$ cat src/design/periph_pkg.sv
/*
 * Peripheral glue shared definitions
 * Bus widths, fixed I/O port bases and the EMS register byte layout
 */
package periph_pkg;

    // Processor bus
    localparam int ADDR_W    = 20;
    localparam int DATA_W    = 8;
    localparam int IO_PORT_W = 16;

    // EMS page mapper geometry
    localparam int EMS_BANKS  = 4;
    localparam int EMS_PAGE_W = 7;

    // Fixed port bases
    localparam logic [IO_PORT_W-1:0] NMI_MASK_PORT   = 16'h00A0;
    localparam logic [IO_PORT_W-1:0] VIDEO_PAGE_PORT = 16'h03DF;

    // Defaults for the port bases set at the top level
    localparam logic [IO_PORT_W-1:0] EMS_PORT_BASE_DEFAULT = 16'h0260;
    localparam logic [IO_PORT_W-1:0] LPT_PORT_BASE_DEFAULT = 16'h0378;

    // Writing this byte turns a bank off
    localparam logic [DATA_W-1:0] EMS_DISABLE_CODE = 8'hFF;

    // Page write with the top bit marking bytes that leave the bank alone
    typedef struct packed {
        logic                  keep;
        logic [EMS_PAGE_W-1:0] page;
    } ems_entry_t;

    typedef union packed {
        logic [DATA_W-1:0] raw;
        ems_entry_t        entry;
    } ems_data_t;

endpackage
$ cat src/design/io_select_if.sv
/*
 * Internal device selects
 * Active-high, qualified with a live I/O cycle by the decoder
 */
`timescale 1ns/1ns

interface io_select_if;

    logic pic_sel;
    logic pit_sel;
    logic ppi_sel;
    logic ems_sel;
    logic lpt_sel;
    logic nmi_sel;
    logic video_page_sel;

    modport source (
        output pic_sel, pit_sel, ppi_sel,
        output ems_sel, lpt_sel, nmi_sel, video_page_sel
    );

    modport sink (
        input pic_sel, pit_sel, ppi_sel,
        input ems_sel, lpt_sel, nmi_sel, video_page_sel
    );

endinterface

$ cat src/design/cpu_bus_if.sv
/*
 * Processor side bus
 * Address, write data and the active-low cycle strobes
 */
`timescale 1ns/1ns

interface cpu_bus_if;
    import periph_pkg::*;

    logic [ADDR_W-1:0] address;
    logic [DATA_W-1:0] write_data;
    logic              io_read_n;
    logic              io_write_n;
    logic              memory_read_n;
    logic              address_enable_n;

    modport decoder (
        input address,
        input io_read_n,
        input io_write_n,
        input address_enable_n
    );

    // Register blocks, EMS mapper and read mux
    modport target (
        input address,
        input write_data,
        input io_read_n,
        input io_write_n,
        input memory_read_n,
        input address_enable_n
    );

endinterface

$ cat src/design/peripheral_glue_top.sv
/*
 * Peripheral glue top level
 * I/O decode, EMS mapper, control bytes, timer clock and read bus
 */
`timescale 1ns/1ns

module peripheral_glue_top #(
    parameter logic [periph_pkg::IO_PORT_W-1:0] EMS_PORT_BASE =
        periph_pkg::EMS_PORT_BASE_DEFAULT,
    parameter logic [periph_pkg::IO_PORT_W-1:0] LPT_PORT_BASE =
        periph_pkg::LPT_PORT_BASE_DEFAULT
) (
    input  logic                             clock,
    input  logic                             reset,
    input  logic [periph_pkg::ADDR_W-1:0]    address_i,
    input  logic [periph_pkg::DATA_W-1:0]    data_i,
    input  logic                             io_read_n_i,
    input  logic                             io_write_n_i,
    input  logic                             memory_read_n_i,
    input  logic                             address_enable_n_i,
    input  logic                             interrupt_acknowledge_n_i,
    input  logic                             ems_enabled_i,
    input  logic [1:0]                       ems_address_i,
    input  logic                             tandy_video_i,
    input  logic                             peripheral_clock_i,
    input  logic [periph_pkg::DATA_W-1:0]    pic_data_i,
    input  logic [periph_pkg::DATA_W-1:0]    pit_data_i,
    input  logic [periph_pkg::DATA_W-1:0]    ppi_data_i,
    output logic                             dma_cs_n_o,
    output logic                             dma_page_cs_n_o,
    output logic                             pic_cs_n_o,
    output logic                             pit_cs_n_o,
    output logic                             ppi_cs_n_o,
    output logic [periph_pkg::EMS_BANKS-1:0] ems_bank_hit_o,
    output logic [periph_pkg::DATA_W-1:0]    lpt_data_o,
    output logic [periph_pkg::DATA_W-1:0]    nmi_mask_o,
    output logic [periph_pkg::DATA_W-1:0]    video_page_o,
    output logic                             timer_clock_o,
    output logic [periph_pkg::DATA_W-1:0]    data_bus_out_o,
    output logic                             data_bus_out_from_chipset_o
);
    import periph_pkg::*;

    logic [DATA_W-1:0] ems_read_data;

    cpu_bus_if   cpu_bus ();
    io_select_if io_sel ();

    assign cpu_bus.address          = address_i;
    assign cpu_bus.write_data       = data_i;
    assign cpu_bus.io_read_n        = io_read_n_i;
    assign cpu_bus.io_write_n       = io_write_n_i;
    assign cpu_bus.memory_read_n    = memory_read_n_i;
    assign cpu_bus.address_enable_n = address_enable_n_i;

    io_address_decoder #(
        .EMS_PORT_BASE (EMS_PORT_BASE),
        .LPT_PORT_BASE (LPT_PORT_BASE)
    ) u_io_address_decoder (
        .bus             (cpu_bus.decoder),
        .sel             (io_sel.source),
        .ems_enabled_i   (ems_enabled_i),
        .tandy_video_i   (tandy_video_i),
        .dma_cs_n_o      (dma_cs_n_o),
        .dma_page_cs_n_o (dma_page_cs_n_o),
        .pic_cs_n_o      (pic_cs_n_o),
        .pit_cs_n_o      (pit_cs_n_o),
        .ppi_cs_n_o      (ppi_cs_n_o)
    );

    ems_page_mapper u_ems_page_mapper (
        .clock           (clock),
        .reset           (reset),
        .bus             (cpu_bus.target),
        .sel             (io_sel.sink),
        .ems_address_i   (ems_address_i),
        .ems_bank_hit_o  (ems_bank_hit_o),
        .ems_read_data_o (ems_read_data)
    );

    control_registers u_control_registers (
        .clock        (clock),
        .reset        (reset),
        .bus          (cpu_bus.target),
        .sel          (io_sel.sink),
        .lpt_data_o   (lpt_data_o),
        .nmi_mask_o   (nmi_mask_o),
        .video_page_o (video_page_o)
    );

    timer_clock_divider u_timer_clock_divider (
        .clock              (clock),
        .reset              (reset),
        .peripheral_clock_i (peripheral_clock_i),
        .timer_clock_o      (timer_clock_o)
    );

    read_data_mux u_read_data_mux (
        .clock                       (clock),
        .reset                       (reset),
        .bus                         (cpu_bus.target),
        .sel                         (io_sel.sink),
        .interrupt_acknowledge_n_i   (interrupt_acknowledge_n_i),
        .pic_data_i                  (pic_data_i),
        .pit_data_i                  (pit_data_i),
        .ppi_data_i                  (ppi_data_i),
        .ems_read_data_i             (ems_read_data),
        .lpt_data_i                  (lpt_data_o),
        .nmi_mask_i                  (nmi_mask_o),
        .data_bus_out_o              (data_bus_out_o),
        .data_bus_out_from_chipset_o (data_bus_out_from_chipset_o)
    );

endmodule

$ cat src/design/read_data_mux.sv
/*
 * Read data multiplexer
 * Registered priority pick of the byte returned to the processor
 */
`timescale 1ns/1ns

module read_data_mux (
    input  logic                          clock,
    input  logic                          reset,
    cpu_bus_if.target                     bus,
    io_select_if.sink                     sel,
    input  logic                          interrupt_acknowledge_n_i,
    input  logic [periph_pkg::DATA_W-1:0] pic_data_i,
    input  logic [periph_pkg::DATA_W-1:0] pit_data_i,
    input  logic [periph_pkg::DATA_W-1:0] ppi_data_i,
    input  logic [periph_pkg::DATA_W-1:0] ems_read_data_i,
    input  logic [periph_pkg::DATA_W-1:0] lpt_data_i,
    input  logic [periph_pkg::DATA_W-1:0] nmi_mask_i,
    output logic [periph_pkg::DATA_W-1:0] data_bus_out_o,
    output logic                          data_bus_out_from_chipset_o
);

    logic io_read;

    assign io_read = ~bus.io_read_n;

    // Interrupt vector fetch wins over any I/O read
    always_ff @(posedge clock, posedge reset) begin
        if (reset) begin
            data_bus_out_from_chipset_o <= 1'b0;
            data_bus_out_o              <= '0;
        end else if (~interrupt_acknowledge_n_i) begin
            data_bus_out_from_chipset_o <= 1'b1;
            data_bus_out_o              <= pic_data_i;
        end else if (io_read && sel.pic_sel) begin
            data_bus_out_from_chipset_o <= 1'b1;
            data_bus_out_o              <= pic_data_i;
        end else if (io_read && sel.pit_sel) begin
            data_bus_out_from_chipset_o <= 1'b1;
            data_bus_out_o              <= pit_data_i;
        end else if (io_read && sel.ppi_sel) begin
            data_bus_out_from_chipset_o <= 1'b1;
            data_bus_out_o              <= ppi_data_i;
        end else if (io_read && sel.ems_sel) begin
            data_bus_out_from_chipset_o <= 1'b1;
            data_bus_out_o              <= ems_read_data_i;
        end else if (io_read && sel.lpt_sel) begin
            data_bus_out_from_chipset_o <= 1'b1;
            data_bus_out_o              <= lpt_data_i;
        end else if (io_read && sel.nmi_sel) begin
            data_bus_out_from_chipset_o <= 1'b1;
            data_bus_out_o              <= nmi_mask_i;
        end else begin
            // Nothing of ours on the bus
            data_bus_out_from_chipset_o <= 1'b0;
            data_bus_out_o              <= '0;
        end
    end

endmodule

$ cat src/design/timer_clock_divider.sv
/*
 * Timer clock divider
 * Synchronizes the peripheral clock and halves it for the timer
 */
`timescale 1ns/1ns

module timer_clock_divider (
    input  logic clock,
    input  logic reset,
    input  logic peripheral_clock_i,
    output logic timer_clock_o
);

    logic sync_1;
    logic sync_2;
    logic rise;

    always_ff @(posedge clock, posedge reset) begin
        if (reset) begin
            sync_1 <= 1'b0;
            sync_2 <= 1'b0;
        end else begin
            sync_1 <= peripheral_clock_i;
            sync_2 <= sync_1;
        end
    end

    assign rise = sync_1 & ~sync_2;

    // One toggle per peripheral clock rising edge
    always_ff @(posedge clock, posedge reset) begin
        if (reset) begin
            timer_clock_o <= 1'b0;
        end else if (rise) begin
            timer_clock_o <= ~timer_clock_o;
        end
    end

endmodule

$ cat src/design/control_registers.sv
/*
 * Control byte registers
 * Printer latch, NMI mask and Tandy video page
 */
`timescale 1ns/1ns

module control_registers (
    input  logic                          clock,
    input  logic                          reset,
    cpu_bus_if.target                     bus,
    io_select_if.sink                     sel,
    output logic [periph_pkg::DATA_W-1:0] lpt_data_o,
    output logic [periph_pkg::DATA_W-1:0] nmi_mask_o,
    output logic [periph_pkg::DATA_W-1:0] video_page_o
);

    always_ff @(posedge clock, posedge reset) begin
        if (reset) begin
            lpt_data_o   <= '1;
            // NMI masked out of reset
            nmi_mask_o   <= '1;
            video_page_o <= '0;
        end else if (~bus.io_write_n) begin
            if (sel.lpt_sel) begin
                lpt_data_o <= bus.write_data;
            end
            if (sel.nmi_sel) begin
                nmi_mask_o <= bus.write_data;
            end
            if (sel.video_page_sel) begin
                video_page_o <= bus.write_data;
            end
        end
    end

endmodule

$ cat src/design/ems_page_mapper.sv
/*
 * EMS page mapper
 * Four bank registers with a two-stage write, readback and window hits
 */
`timescale 1ns/1ns

module ems_page_mapper (
    input  logic                             clock,
    input  logic                             reset,
    cpu_bus_if.target                        bus,
    io_select_if.sink                        sel,
    input  logic [1:0]                       ems_address_i,
    output logic [periph_pkg::EMS_BANKS-1:0] ems_bank_hit_o,
    output logic [periph_pkg::DATA_W-1:0]    ems_read_data_o
);
    import periph_pkg::*;

    localparam int BANK_W   = $clog2(EMS_BANKS);
    localparam int WINDOW_W = 4 + BANK_W;

    logic [EMS_PAGE_W-1:0] bank_page [EMS_BANKS];
    logic [EMS_BANKS-1:0]  bank_enable;

    ems_data_t             write_byte;
    logic [BANK_W-1:0]     reg_index;
    logic                  write_update;
    logic                  pend_valid;
    logic [BANK_W-1:0]     pend_bank;
    logic [EMS_PAGE_W-1:0] pend_page;
    logic                  pend_enable;
    logic [3:0]            window_nibble;
    logic                  io_strobe;

    assign write_byte = bus.write_data;
    assign reg_index  = bus.address[BANK_W-1:0];

    // Bytes 80h..FEh leave the bank alone, so they never reach stage two
    assign write_update = sel.ems_sel & ~bus.io_write_n &
                          ((write_byte.raw == EMS_DISABLE_CODE) | ~write_byte.entry.keep);

    // Stage one
    always_ff @(posedge clock, posedge reset) begin
        if (reset) begin
            pend_valid <= 1'b0;
        end else begin
            pend_valid <= write_update;
        end
    end

    always_ff @(posedge clock) begin
        pend_bank <= reg_index;
        if (write_byte.raw == EMS_DISABLE_CODE) begin
            pend_page   <= '1;
            pend_enable <= 1'b0;
        end else begin
            pend_page   <= write_byte.entry.page;
            pend_enable <= 1'b1;
        end
    end

    // Stage two, bank update
    always_ff @(posedge clock, posedge reset) begin
        if (reset) begin
            bank_page   <= '{default: '0};
            bank_enable <= '0;
        end else if (pend_valid) begin
            bank_page[pend_bank]   <= pend_page;
            bank_enable[pend_bank] <= pend_enable;
        end
    end

    // Disabled banks read back as FFh
    assign ems_read_data_o = bank_enable[reg_index] ? DATA_W'(bank_page[reg_index])
                                                    : EMS_DISABLE_CODE;

    // Window base: A0000h, C0000h or D0000h
    always_comb begin
        case (ems_address_i)
            2'd0:    window_nibble = 4'hA;
            2'd1:    window_nibble = 4'hC;
            default: window_nibble = 4'hD;
        endcase
    end

    assign io_strobe = ~bus.io_read_n | ~bus.io_write_n;

    // 16 KB per bank inside the window
    always_comb begin
        for (int k = 0; k < EMS_BANKS; k++) begin
            ems_bank_hit_o[k] = ~io_strobe & bank_enable[k] &
                (bus.address[ADDR_W-1 -: WINDOW_W] == {window_nibble, BANK_W'(k)});
        end
    end

endmodule

$ cat src/design/io_address_decoder.sv
/*
 * I/O address decoder
 * Turns the low I/O map into legacy chip selects and internal selects
 */
`timescale 1ns/1ns

module io_address_decoder #(
    parameter logic [periph_pkg::IO_PORT_W-1:0] EMS_PORT_BASE =
        periph_pkg::EMS_PORT_BASE_DEFAULT,
    parameter logic [periph_pkg::IO_PORT_W-1:0] LPT_PORT_BASE =
        periph_pkg::LPT_PORT_BASE_DEFAULT
) (
    cpu_bus_if.decoder  bus,
    io_select_if.source sel,
    input  logic        ems_enabled_i,
    input  logic        tandy_video_i,
    output logic        dma_cs_n_o,
    output logic        dma_page_cs_n_o,
    output logic        pic_cs_n_o,
    output logic        pit_cs_n_o,
    output logic        ppi_cs_n_o
);
    import periph_pkg::*;

    logic                 io_cycle;
    logic [IO_PORT_W-1:0] port;
    logic [4:0]           slot;

    assign io_cycle = ~bus.address_enable_n & (~bus.io_read_n | ~bus.io_write_n);
    assign port     = bus.address[IO_PORT_W-1:0];

    // Legacy chips sit below 100h, 32 ports per slot
    always_comb begin
        slot = '0;
        if (io_cycle && (bus.address[9:8] == 2'b00)) begin
            case (bus.address[7:5])
                3'd0:    slot[0] = 1'b1;
                3'd1:    slot[1] = 1'b1;
                3'd2:    slot[2] = 1'b1;
                3'd3:    slot[3] = 1'b1;
                3'd4:    slot[4] = 1'b1;
                default: slot    = '0;
            endcase
        end
    end

    assign dma_cs_n_o      = ~slot[0];
    assign pic_cs_n_o      = ~slot[1];
    assign pit_cs_n_o      = ~slot[2];
    assign ppi_cs_n_o      = ~slot[3];
    assign dma_page_cs_n_o = ~slot[4];

    assign sel.pic_sel = slot[1];
    assign sel.pit_sel = slot[2];
    assign sel.ppi_sel = slot[3];

    // Four EMS bank registers
    assign sel.ems_sel = io_cycle & ems_enabled_i &
                         (port[IO_PORT_W-1:2] == EMS_PORT_BASE[IO_PORT_W-1:2]);

    assign sel.lpt_sel = io_cycle & (port == LPT_PORT_BASE);

    // NMI mask only exists on the Tandy map, mirrored over eight ports
    assign sel.nmi_sel = io_cycle & tandy_video_i &
                         (port[IO_PORT_W-1:3] == NMI_MASK_PORT[IO_PORT_W-1:3]);

    assign sel.video_page_sel = io_cycle & (port == VIDEO_PAGE_PORT);

endmodule

$ cat config.mk
export PLATFORM = sky130hd
export DESIGN_NAME = peripheral_glue_top
export DESIGN_NICKNAME = d
export VERILOG_FILES = /design/src/design/periph_pkg.sv /design/src/design/io_select_if.sv /design/src/design/cpu_bus_if.sv /design/src/design/peripheral_glue_top.sv /design/src/design/read_data_mux.sv /design/src/design/timer_clock_divider.sv /design/src/design/control_registers.sv /design/src/design/ems_page_mapper.sv /design/src/design/io_address_decoder.sv
export SDC_FILE = /design/constraint.sdc
export NUM_CORES = 1
export LEC_CHECK = 0
export CORE_UTILIZATION = 61
export DETAILED_ROUTE_END_ITERATION = 10
export DONT_BUFFER_PORTS = 1
export GPL_TIMING_DRIVEN = 0
export PLACE_DENSITY_LB_ADDON = 0.2
export SETUP_SLACK_MARGIN = 0.1
export SLEW_MARGIN = 20
export SYNTH_ARGS = -nofsm -noshare
export SYNTH_HDL_FRONTEND = slang
export SYNTH_SLANG_ARGS = --single-unit
export TNS_END_PERCENT = 10
$ cat constraint.sdc
create_clock -name clock -period 2.9 [get_ports clock]
set_input_delay 0.58 -clock clock [delete_from_list [all_inputs] [get_ports clock]]
set_output_delay 0.58 -clock clock [all_outputs]
set_load 0.02 [all_outputs]
==> run summary <==
Slew HR -> 35.1%
post-synthesis xor/xnor area fraction -> 0.476%
Leak Pwr -> 1.71 nW
Tot GR Track Use -> 28.8%
area leader, netlist -> dfrtp_1
Die X -> 79.6 um
PortBufs -> 0
PostCTS Resize Cnt -> 0
Reg2Reg Launch Point -> u_ems_page_mapper.bank_enable[0]
Worst Hold Class -> in2async
cell row count -> 27
largest family of logic cells by synthesized area -> multiplexers
worst-path cell chain -> clkbuf_1, nand3_1, a21oi_1, nor4b_1
CP delay by family, top -> simple AND/OR/NAND/NOR gates
synthesized net count -> 377
pins over their slew limit -> 0
final period utilization -> 90.5%
largest net degree at the start of global routing -> 41
clk_lat worst skew -> 350 ps
adder-cell share of the synthesized area -> 0%
final setup fails -> 0
number of CTS-inserted buffers -> 9
post-synthesis cell type count -> 54
Synth area leaders -> dfrtp_1 (36%), mux2_2 (17%), dfstp_2 (11%), dfxtp_1 (5.4%), a21oi_1 (2.0%)
VDD IR max -> 0.458 mV
Req. time, crit path -> 2320 ps
crit path time final -> 2620 ps
Worst Path Arrival -> 2040 ps
DP HPWL -> 6250 um
Avg Cell Area, Syn -> 11.7 um^2
DRC viols -> 0
first-pass detailed-route iteration total -> 7
IO Pins -> 107
Worst Path Max Fanout -> 8
# Post-CTS Setup Buffers -> 0
Die ar. -> 0.00634 mm^2
CTS tree -> done
Slowest cell on crit path -> nor4b_1
Avg WL per Cell -> 21.4 um
sequential share of the synthesized area -> 52.9%
status -> completed
number of flops mapped to enable cells by yosys -> 0
share of post-route cells with drive strength above 1 -> 29.7%
vias in the first global route -> 2613
Yosys top cell area share -> 36.1%
vias after detailed routing -> 2708
Worst Setup Path Type -> in2out
Core ar. -> 0.00564 mm^2
commonest non-fill, non-tap cell in the layout -> mux2_2
Startpoint Class -> input port
Routed WL -> 8620 um
ANT nets after route -> 0
worst path bufs/invs -> 1
cell count after synthesis -> 313
mux cell area share after synthesis -> 17.9%
drt first-iter violations -> 164
Post-Route Setup TNS -> 0 ps
r2r setup slk -> 1290 ps
Critical Path Sink Type -> output pin
global-route wire length before repair -> 13200 um
commonest non-fill, non-tap cells in the layout -> mux2_2 (54), dfrtp_1 (53), nand2_1 (16), dfstp_2 (16), a21oi_1 (15)
n_diodes -> 0
Post-Syn Area -> 0.00368 mm^2
Sinks on Clock Net -> 79
Chip Height -> 79.6 um
H-Tree Depth -> 3
Final Net Count -> 389
Layout area overhead -> 9.32%
gr ovfl total -> 0
final hold violations -> 0
Final WS setup -> 277 ps
starting density of the core -> 65.2%
GPL Wtd Cong -> 0.863
Main synth FF type -> dfrtp_1
Worst-path clk slew -> 90 ps
max incr delay on CP -> 800 ps
Yosys Warn Count -> 0
pwr dens -> 543 mW/mm^2
max_cap viols -> 0
Compound-Gate Fraction of Synth Area -> 11.6%
antenna violations before repair -> 0
Post-Place Worst Slack -> 294 ps
Slew @ Worst Pin -> 960 ps
Synth Area in Simple Gates -> 15.1%
worst r2r path cells -> 5
Reg2Reg Capture Point -> u_read_data_mux.data_bus_out_o[6]
vias per cell -> 6.74
hold slack -> 82.0 ps
RSZ-0062 raised after global routing -> no
f_max -> 0.381 GHz
Longest Clk Path Bufs -> 2
clk_skew -> 12.8 ps
CTS Root Cell -> clkbuf_8
fraction of registers with async set/reset -> 87.3%
hold_buf cts -> 0
synthesized flop and latch total -> 79
[worst max-delay path by stage]
stage | from | end | slack, ps | cells after the start
4_1_cts | io_read_n_i | ems_bank_hit_o[0] | 290 | 4
3_3_place_gp | reset | u_read_data_mux.data_bus_out_from_chipset_o | -70 | 1
6_report | io_read_n_i | ems_bank_hit_o[0] | 280 | 4
5_1_grt | io_read_n_i | ems_bank_hit_o[0] | 190 | 4
3_5_place_dp | io_read_n_i | ems_bank_hit_o[0] | 290 | 4
2_1_floorplan | io_read_n_i | ems_bank_hit_o[0] | 530 | 4
[final cells by class]
cell class | count | area [um^2]
multi-input cells | 215 | 1660
fillers | 420 | 1620
clock inverters | 6 | 92.6
inverters | 3 | 13.8
plain buffers | 16 | 61.3
repair buffers | 1 | 20.0
clock buffers | 10 | 138
well taps | 72 | 90.1
flip-flops and latches | 79 | 1950
[registers in the layout, indices dropped and copies added, names as in the netlist]
signal / count
u_control_registers.lpt_data_o: 8
u_control_registers.nmi_mask_o: 8
u_control_registers.video_page_o: 8
u_ems_page_mapper.bank_enable: 4
u_ems_page_mapper.bank_page: 28
u_ems_page_mapper.pend_bank: 2
u_ems_page_mapper.pend_enable: 1
u_ems_page_mapper.pend_page: 7
u_ems_page_mapper.pend_valid: 1
u_read_data_mux.data_bus_out_from_chipset_o: 1
u_read_data_mux.data_bus_out_o: 8
u_timer_clock_divider.sync_1: 1
u_timer_clock_divider.sync_2: 1
u_timer_clock_divider.timer_clock_o: 1
[report_power, final]
| group | internal (mW) | switching (mW) |
|---|---|---|
| logic | 0.0391 | 0.0643 |
| clock network | 0.512 | 0.409 |
| registers | 1.12 | 0.0365 |
| total | 1.67 | 0.510 |
[kinds of logic after synthesis]
| family | after synthesis |
|---|---|
| AO/OA/AOI/OAI | 64 |
| XOR/XNOR | 2 |
| multiplexers | 59 |
| flip-flops | 79 |
| buffers and inverters | 19 |
| AND/OR/NAND/NOR | 90 |
[through the flow]
step	area (um^2)	power, mW	utilization (%)	cells
3_5_place_dp	3790	1.29	67.2	386
2_1_floorplan	3680	1.25	-	313
4_1_cts	4020	2.19	71.3	402
6_report	4020	2.18	71.3	402
3_3_place_gp	3770	1.28	66.8	385
5_1_grt	4020	2.25	71.3	402
[metal layers]
layer / GRT usage [%] / part of all wire, %
met3: 8.91 / 8.0
met5: 0 / 0
met4: 8.73 / 1.1
met2: 49.0 / 50
met1: 35.0 / 41
[Yosys cell counts, types with 4 or more instances]
cell and n:
a21oi_1 15, a22oi_1 6, and3_1 4, clkbuf_1 14, dfrtp_1 53, dfstp_2 16
dfxtp_1 10, mux2_2 54, mux2i_1 4, nand2_1 16, nand2b_1 8, nand3b_1 4
nand4_1 7, nor2_1 13, nor4_1 5, o21ai_0 12, o221ai_1 7, o22ai_1 6
o32ai_1 5
No activity file was read; power rests on OpenSTA's default activity.
